--- config.mk ---
export PLATFORM = sky130hd
export DESIGN_NAME = zports_top
export DESIGN_NICKNAME = d
export VERILOG_FILES = /design/src/zports_pkg.sv /design/src/zports_top.sv /design/src/port_read_mux.sv /design/src/sd_port.sv /design/src/config_regs.sv /design/src/port_decode.sv
export VERILOG_INCLUDE_DIRS = /design/src
export SDC_FILE = /design/constraint.sdc
export NUM_CORES = 1
export LEC_CHECK = 0
export BUFFER_PORTS_ARGS = -buffer_cell sky130_fd_sc_hd__buf_2
export CORE_ASPECT_RATIO = 0.5
export CORE_MARGIN = 2
export CORE_UTILIZATION = 49
export DETAILED_ROUTE_END_ITERATION = 12
export PLACE_DENSITY = 0.92
export SKIP_LAST_GASP = 1
export SLEW_MARGIN = 20
export SYNTH_ARGS = -nofsm -noshare
export SYNTH_HDL_FRONTEND = slang
export SYNTH_SLANG_ARGS = --single-unit
--- constraint.sdc ---
create_clock -name clk -period 2.4 [get_ports clk]
set_input_delay 0 -clock clk [delete_from_list [all_inputs] [get_ports clk]]
set_output_delay 0 -clock clk [all_outputs]
set_load 0.02 [all_outputs]
--- src/zports_consts.svh ---
// port numbers, XT register indices and reset values, included by the port blocks
`ifndef ZPORTS_CONSTS_SVH
`define ZPORTS_CONSTS_SVH

// low address byte of each decoded port
`define ZP_PORT_FE        8'hFE   // keyboard, tape in, beeper
`define ZP_PORT_FD        8'hFD   // 7FFD paging when a[15] is low
`define ZP_PORT_XT        8'hAF   // extended register window
`define ZP_PORT_SDCFG     8'h77   // sd chip selects
`define ZP_PORT_SDDAT     8'h57   // spi data

// register index inside the AF window, taken from a[15:8]
`define ZP_XT_XSTAT       8'h00   // read side only
`define ZP_XT_RAMPAGE     8'h10   // four pages at 10..13
`define ZP_XT_SYSCONF     8'h20
`define ZP_XT_MEMCONF     8'h21
`define ZP_XT_INTMASK     8'h2A
`define ZP_XT_CACHECONF   8'h2B

// values loaded at reset
`define ZP_RST_SYSCONF    8'h00   // 3.5 MHz
`define ZP_RST_MEMCONF    8'h04   // rom mapped, no lock
`define ZP_RST_INTMASK    8'h01   // frame int only
`define ZP_RST_CACHECONF  4'h0
`define ZP_RST_PAGE0      8'h00
`define ZP_RST_PAGE1      8'h05
`define ZP_RST_PAGE2      8'h02
`define ZP_RST_PAGE3      8'h00

// spi chip selects all released
`define ZP_RST_SPI_CS     4'hF

// constant board version shown in XSTAT bits 2:0
`define ZP_VDAC_VER       3'h7

// read value of an undecoded port or register
`define ZP_FLOAT_BYTE     8'hFF

// 77 read is fixed, card present and writable
`define ZP_SDCFG_STATUS   8'h00

`endif
--- src/zports_pkg.sv ---
// shared types of the I/O port block; referenced by scoped name from every module
`default_nettype none

package zports_pkg;

  // one byte of the Z80 address bus
  typedef logic [7:0] port_addr_t;

  // one byte of the data bus
  typedef logic [7:0] data_t;

  // one 16K RAM page number
  typedef logic [7:0] page_t;

  // pages 3..0, page 3 in the top byte
  typedef logic [31:0] xt_page_t;

  // active low selects, bit 0 sd, then ft, sd2, esp
  typedef logic [3:0] spi_cs_t;

  // single cycle pulses in the clk domain, one per decoded access
  typedef struct packed {
    logic fe_wr;     // FE write, beeper and border
    logic xt_wr;     // AF window write
    logic xt_rd;     // AF window read
    logic p7ffd_wr;  // 7FFD write that passed the 48K lock
    logic sdcfg_wr;  // 77 write
    logic sd_xfer;   // 57 read or write starts a spi byte
  } io_strobe_t;

endpackage

`default_nettype wire

--- src/zports_top.sv ---
// top of the I/O port block; connects decode, registers, SD port and read mux
`timescale 1ns/1ns
`default_nettype none

module zports_top
(
  input  wire                         clk,
  input  wire                         rst,
  input  wire zports_pkg::data_t      din,
  input  wire [15:0]                  a,
  input  wire                         iord,
  input  wire                         iowr_s,
  input  wire                         iord_s,
  input  wire                         opfetch,
  input  wire                         wr,
  input  wire [4:0]                   keys_in,
  input  wire                         tape_read,
  input  wire zports_pkg::data_t      sd_dataout,
  output wire zports_pkg::data_t      dout,
  output wire                         porthit,
  output wire                         dataout,
  output wire                         beeper_wr,
  output wire zports_pkg::xt_page_t   xt_page,
  output wire zports_pkg::data_t      sysconf,
  output wire zports_pkg::data_t      memconf,
  output wire [3:0]                   cacheconf,
  output wire zports_pkg::data_t      intmask,
  output wire zports_pkg::spi_cs_t    spi_cs_n,
  output wire                         sd_start,
  output wire zports_pkg::data_t      sd_datain
);

  wire zports_pkg::io_strobe_t strobes;
  wire                         lock48;
  wire                         pwr_up_bit;

  assign beeper_wr = strobes.fe_wr;

  port_decode decode_i (.a(a), .iord(iord), .iowr_s(iowr_s), .iord_s(iord_s),
    .lock48(lock48), .strobes(strobes), .porthit(porthit), .dataout(dataout));

  config_regs regs_i (.clk(clk), .rst(rst), .hoa(a[15:8]), .din(din), .opfetch(opfetch),
    .strobes(strobes), .xt_page(xt_page), .sysconf(sysconf), .memconf(memconf),
    .intmask(intmask), .cacheconf(cacheconf), .lock48(lock48), .pwr_up_bit(pwr_up_bit));

  sd_port sd_i (.clk(clk), .rst(rst), .din(din), .wr(wr), .strobes(strobes),
    .spi_cs_n(spi_cs_n), .sd_start(sd_start), .sd_datain(sd_datain));

  port_read_mux mux_i (.a(a), .keys_in(keys_in), .tape_read(tape_read),
    .sd_dataout(sd_dataout), .xt_page(xt_page), .pwr_up_bit(pwr_up_bit), .dout(dout));

endmodule

`default_nettype wire

--- src/port_read_mux.sv ---
// read data selection for FE, AF, 77 and 57; the result goes to the Z80 data bus
`timescale 1ns/1ns
`default_nettype none
`include "zports_consts.svh"

module port_read_mux
(
  input  wire [15:0]                a,
  input  wire [4:0]                 keys_in,
  input  wire                       tape_read,
  input  wire zports_pkg::data_t    sd_dataout,
  input  wire zports_pkg::xt_page_t xt_page,
  input  wire                       pwr_up_bit,
  output zports_pkg::data_t         dout
);

  zports_pkg::port_addr_t loa;
  zports_pkg::port_addr_t hoa;

  assign loa = a[7:0];
  assign hoa = a[15:8];

  always_comb
  begin
    case (loa)
      `ZP_PORT_FE:
        dout = {1'b1, tape_read, 1'b1, keys_in};
      `ZP_PORT_XT:
        case (hoa)
          `ZP_XT_XSTAT:
            dout = {1'b0, pwr_up_bit, 3'b000, `ZP_VDAC_VER};
          `ZP_XT_RAMPAGE + 8'd2:
            dout = xt_page[23:16];
          `ZP_XT_RAMPAGE + 8'd3:
            dout = xt_page[31:24];
          default:
            dout = `ZP_FLOAT_BYTE;  // write-only registers
        endcase
      `ZP_PORT_SDCFG:
        dout = `ZP_SDCFG_STATUS;
      `ZP_PORT_SDDAT:
        dout = sd_dataout;  // byte from the last transfer
      default:
        dout = `ZP_FLOAT_BYTE;
    endcase
  end

endmodule

`default_nettype wire

--- src/sd_port.sv ---
// SD card ports 77/57; holds the spi chip selects and feeds the external spi engine
`timescale 1ns/1ns
`default_nettype none
`include "zports_consts.svh"

module sd_port
(
  input  wire                         clk,
  input  wire                         rst,
  input  wire zports_pkg::data_t      din,
  input  wire                         wr,
  input  wire zports_pkg::io_strobe_t strobes,
  output zports_pkg::spi_cs_t         spi_cs_n,
  output wire                         sd_start,
  output zports_pkg::data_t           sd_datain
);

  // bit 1 is the sd select as written, the others are active high in din
  always_ff @(posedge clk or posedge rst)
  begin
    if (rst)
      spi_cs_n <= `ZP_RST_SPI_CS;
    else if (strobes.sdcfg_wr)
      spi_cs_n <= {~din[4:2], din[1]};
  end

  // one byte per 57 access
  assign sd_start = strobes.sd_xfer;

  // reads shift out ones
  always_comb
  begin
    if (wr)
      sd_datain = din;
    else
      sd_datain = `ZP_FLOAT_BYTE;
  end

endmodule

`default_nettype wire

--- src/config_regs.sv ---
// XT window registers, 7FFD paging with the 48K/128K locks and the power-up status bit
`timescale 1ns/1ns
`default_nettype none
`include "zports_consts.svh"

module config_regs
(
  input  wire                         clk,
  input  wire                         rst,
  input  wire zports_pkg::port_addr_t hoa,
  input  wire zports_pkg::data_t      din,
  input  wire                         opfetch,
  input  wire zports_pkg::io_strobe_t strobes,
  output zports_pkg::xt_page_t        xt_page,
  output zports_pkg::data_t           sysconf,
  output zports_pkg::data_t           memconf,
  output zports_pkg::data_t           intmask,
  output logic [3:0]                  cacheconf,
  output logic                        lock48,
  output logic                        pwr_up_bit
);

  localparam zports_pkg::port_addr_t rampage_base = `ZP_XT_RAMPAGE;

  zports_pkg::page_t rampage [0:3];
  zports_pkg::page_t page3_new;

  logic m1_lock128;  // lock decision taken at the last opcode fetch
  logic pwr_up;      // set until the first XSTAT read
  logic lock128_2;
  logic lock128_3;
  logic lock128;

  // MEMCONF 7:6 picks the 128K lock mode
  assign lock128_2 = (memconf[7:6] == 2'b10);
  assign lock128_3 = (memconf[7:6] == 2'b11);
  assign lock128   = lock128_2 ? m1_lock128 : memconf[6];

  // mode 3 gives three extra page bits, else two unless locked
  assign page3_new = lock128_3 ? {2'b00, din[5], din[7:6], din[2:0]}
                               : {3'b000, (lock128 ? 2'b00 : din[7:6]), din[2:0]};

  assign xt_page = {rampage[3], rampage[2], rampage[1], rampage[0]};

  always_ff @(posedge clk or posedge rst)
  begin
    if (rst)
    begin
      sysconf    <= `ZP_RST_SYSCONF;
      memconf    <= `ZP_RST_MEMCONF;
      intmask    <= `ZP_RST_INTMASK;
      cacheconf  <= `ZP_RST_CACHECONF;
      rampage[0] <= `ZP_RST_PAGE0;
      rampage[1] <= `ZP_RST_PAGE1;
      rampage[2] <= `ZP_RST_PAGE2;
      rampage[3] <= `ZP_RST_PAGE3;
    end
    else if (strobes.p7ffd_wr)
    begin
      memconf[0] <= din[4];  // rom select
      rampage[3] <= page3_new;
    end
    else if (strobes.xt_wr)
    begin
      if (hoa[7:2] == rampage_base[7:2])
        rampage[hoa[1:0]] <= din;
      if (hoa == `ZP_XT_SYSCONF)
      begin
        sysconf   <= din;
        cacheconf <= {4{din[2]}};  // turbo bit enables all cache windows
      end
      if (hoa == `ZP_XT_CACHECONF)
        cacheconf <= din[3:0];
      if (hoa == `ZP_XT_MEMCONF)
        memconf <= din;
      if (hoa == `ZP_XT_INTMASK)
        intmask <= din;
    end
  end

  // equal bits 7:6 on the fetched opcode mean locked
  always_ff @(posedge clk or posedge rst)
  begin
    if (rst)
      m1_lock128 <= 1'b0;
    else if (opfetch)
      m1_lock128 <= !(din[7] ^ din[6]);
  end

  always_ff @(posedge clk or posedge rst)
  begin
    if (rst)
      lock48 <= 1'b0;
    else if (strobes.p7ffd_wr && !lock128_3)
      lock48 <= din[5];  // bit 5 is a page bit in mode 3
  end

  // XSTAT read shows the flag from before the read
  always_ff @(posedge clk or posedge rst)
  begin
    if (rst)
    begin
      pwr_up     <= 1'b1;
      pwr_up_bit <= 1'b0;
    end
    else if (strobes.xt_rd && (hoa == `ZP_XT_XSTAT))
    begin
      pwr_up_bit <= pwr_up;
      pwr_up     <= 1'b0;
    end
  end

  memconf_known: assert property (@(posedge clk) disable iff (rst)
    !$isunknown(memconf))
    else $error("memconf unknown out of reset");

endmodule

`default_nettype wire

--- src/port_decode.sv ---
// low address byte decoder; gives porthit, dataout and the strobe struct for the register blocks
`timescale 1ns/1ns
`default_nettype none
`include "zports_consts.svh"

module port_decode
(
  input  wire [15:0]              a,
  input  wire                     iord,
  input  wire                     iowr_s,
  input  wire                     iord_s,
  input  wire                     lock48,
  output zports_pkg::io_strobe_t  strobes,
  output wire                     porthit,
  output wire                     dataout
);

  zports_pkg::port_addr_t loa;

  logic hit_fe;
  logic hit_fd;
  logic hit_xt;
  logic hit_sdcfg;
  logic hit_sddat;

  assign loa = a[7:0];

  always_comb
  begin
    hit_fe    = (loa == `ZP_PORT_FE);
    hit_fd    = (loa == `ZP_PORT_FD);
    hit_xt    = (loa == `ZP_PORT_XT);
    hit_sdcfg = (loa == `ZP_PORT_SDCFG);
    hit_sddat = (loa == `ZP_PORT_SDDAT);
  end

  // FD is claimed whatever the high byte, a[15] only picks 7FFD
  assign porthit = hit_fe || hit_fd || hit_xt || hit_sdcfg || hit_sddat;

  // drive the data bus only on an internal read
  assign dataout = porthit && iord;

  always_comb
  begin
    strobes.fe_wr    = hit_fe && iowr_s;
    strobes.xt_wr    = hit_xt && iowr_s;
    strobes.xt_rd    = hit_xt && iord_s;
    // once the 48K lock is set, 7FFD writes are dropped here
    strobes.p7ffd_wr = hit_fd && !a[15] && iowr_s && !lock48;
    strobes.sdcfg_wr = hit_sdcfg && iowr_s;
    strobes.sd_xfer  = hit_sddat && (iowr_s || iord_s);  // both directions clock a byte
  end

  // sampled as the write strobe drops, so the values are those of the strobe cycle
  wr_strobes_exclusive: assert property (@(negedge iowr_s)
    $onehot0({strobes.fe_wr, strobes.xt_wr, strobes.p7ffd_wr,
              strobes.sdcfg_wr, strobes.sd_xfer}))
    else $error("more than one port write strobe at once");

endmodule

`default_nettype wire

==> flow_summary.ini <==
[place]
gp_congestion = 0.839
portBuffers = 128
detailed_place_hpwl_um = 6920
pre_cts_slack_ps = 526
postPlaceCellArea_mm2 = 0.00418

[worst_setup_path]
cp_data_arrival_time_ps = 1800
required_ps = 2610
crit_chain = buf_2 -> and3_1 -> nand3_1 -> or3_1 -> mux2_2
critPathSlowestCell = or3_1
worstPathMaxFanout = 21
end_kind = flop
critical_path.startpoint = a[0]
cp-start-kind = input port
path_buf_inv = 1
cpPeakStageDelay_ps = 600
cp_top_family = simple AND/OR/NAND/NOR gates
worstSetupPathType = in -> reg
r2r-start = regs_i.lock48

[die]
fp.coreArea_mm2 = 0.00675
die-area_mm2 = 0.00775
start_util = 0.510
row_count = 21
die_h_um = 63.3
die_w_um = 123
pin_count = 129

[power]
vdd_drop_max_mv = 0.407
finalPower_mw = 2.68
leakagePower_nw = 2.32
power_density_mw_per_mm2 = 596

[synthesis]
ys_seq_area_frac = 0.498
synth_cell_types = 55
ys_ff_latch = 68
synth_edf_count = 0
synth_ff_type = dfrtp_1
netlist_area_mm2 = 0.00344
synthArstFlopShare = 1.00
syn_nets = 347
yosys_warnings = 0
syn_area_per_cell_um2 = 11.4
syn_inst = 302

[outcome]
status = finished, final reports clean

[route]
drt_wl_total_um = 10400
dr.first_iter.drc_count = 253
first_pass_iters = 5
wl_per_cell_um = 19.6
viasPerCell = 5.84
ant_nets = 0
num_vias = 3102
drc_errors = 0

[layout]
drive_gt1_frac = 0.506
final_common_cell = buf_2
utilization = 0.666
diodes = 0
layout_common_cells = buf_2 (128), dfrtp_1 (58), mux2_2 (55)
stdcell_area_mm2 = 0.00450
layout.nets = 479
area_growth_pct = 30.7

[clock_network]
cts-root-buf = clkbuf_16
insertion_delay_ps = 330
cts_sinks = 68
cts_buffers = 9
cts.path.max_buffers = 2
htreeDepth = 3
clk_pin_slew_ps = 60
cts_tree = yes
cts_setup_buffers = 0

[sta]
tightest_slew_ps = 666
finalHoldViolCount = 0
min_period_ps = 1590
timing.final.ws_setup_ps = 809
rsz0062_at_grt = no
finalSetupViolCount = 0
drv_slew = 0
post-route-period-util = 0.663
skew_ps = 7.33
fmax_mhz = 628
finalSetupTns_ps = 0
slew_headroom = 0.549

[min_path]
holdCritPathClass = in -> reg
hp-start = din[0]

[global_routing]
grt_antenna_before_repair = 0
track_usage = 0.278
grt_pass1_wl_um = 16100
grt_max_degree = 29
grt_pass1_vias = 3074
gr-total-overflow = 0

[run]
max_cap_violations = 0
[cells by family after synthesis]
group           Yosys count  synth area share
buf+inv                  25            0.0280
simple gates            105             0.189
mux                      58             0.189
flops                    68             0.498
compound gates           45            0.0934
xor+xnor                  1           0.00254
[layer usage]
layer,wire length [um],track usage,vias up
met1,4450,0.352,1531
li1,-,-,1404
met4,173,0.0876,0
met3,809,0.0861,21
met5,0,0,-
met2,4950,0.456,146
[registers in the layout (all words and copies together), names as in the netlist]
| register | cells |
|---|---|
| regs_i.m1_lock128 | 1 |
| regs_i.cacheconf | 4 |
| sd_i.spi_cs_n | 4 |
| regs_i.lock48 | 1 |
| regs_i.intmask | 8 |
| regs_i.pwr_up | 1 |
| regs_i.xt_page | 32 |
| regs_i.pwr_up_bit | 1 |
| regs_i.memconf | 8 |
| regs_i.sysconf | 8 |
[cell usage after synthesis (2+ instances only)]
master     n  area share
nand4_1    9       0.016
a21oi_1    7       0.010
nor2_1     8      0.0087
buf_2      2      0.0029
and3_1     3      0.0055
nor4b_1    2      0.0051
nor3b_1    5       0.011
or2_2      2      0.0036
o211ai_1   4      0.0087
dfstp_2   10       0.076
o21ai_0    9       0.013
nand2b_1  10       0.018
clkbuf_1  13       0.014
o221ai_1   3      0.0076
inv_1      9      0.0098
nor3_1     3      0.0044
dfrtp_1   58        0.42
nand3_1   17       0.025
mux2_2    55        0.18
a211oi_1   2      0.0044
a31oi_1    5      0.0091
nor4_1     7       0.013
mux2i_1    2      0.0058
or4b_4     2      0.0080
and4_1     2      0.0051
a221o_1    2      0.0058
or3_1      4      0.0073
nand2_1   20       0.022
[timing repair]
action | CTS | global route
hold buffers | 3 | 0
hold endpoints to repair | 20 | 0
resized for setup | 0 | 0
[metrics by stage]
| step | hold slack, ps | std cells |
|---|---|---|
| floorplan | 77.5 | 302 |
| global placement | -3.50 | 512 |
| detailed placement | 5.39 | 512 |
| CTS | 21.7 | 531 |
| global route | 36.9 | 531 |
| finish | 33.1 | 531 |
[tightest hold or removal path: stages]
cell and delay (ps):
buf_2 160, nand3_1 90, nand3_1 70
[worst paths after layout]
path | to | slack, ps | cells past startpoint
max | regs_i.xt_page[20] | 810 | 5
min | regs_i.cacheconf[0] | 30 | 3
max reg2reg | regs_i.xt_page[28] | 870 | 4
min reg2reg | regs_i.pwr_up | 480 | 1
max in group asynchronous | regs_i.intmask[0] | 1460 | 4
min in group asynchronous | regs_i.xt_page[4] | 210 | 3
[cell type report]
class	count	area (um2)
Clock buffer	14	254
Sequential cell	68	1710
Fill cell	472	2250
Inverter	9	33.8
Clock inverter	2	35.0
Multi-Input combinational cell	209	1630
Timing Repair Buffer	137	716
Tap cell	92	115
[report_power, final]
| group | total, mW | internal [mW] | leakage, nW | switching, mW |
|---|---|---|---|---|
| registers | 1.17 | 1.16 | 0.901 | 0.00780 |
| logic | 0.224 | 0.0751 | 1.27 | 0.149 |
| clock network | 1.29 | 0.832 | 0.141 | 0.458 |
| total | 2.68 | 2.07 | 2.32 | 0.615 |
No activity file was read; power rests on OpenSTA's default activity.
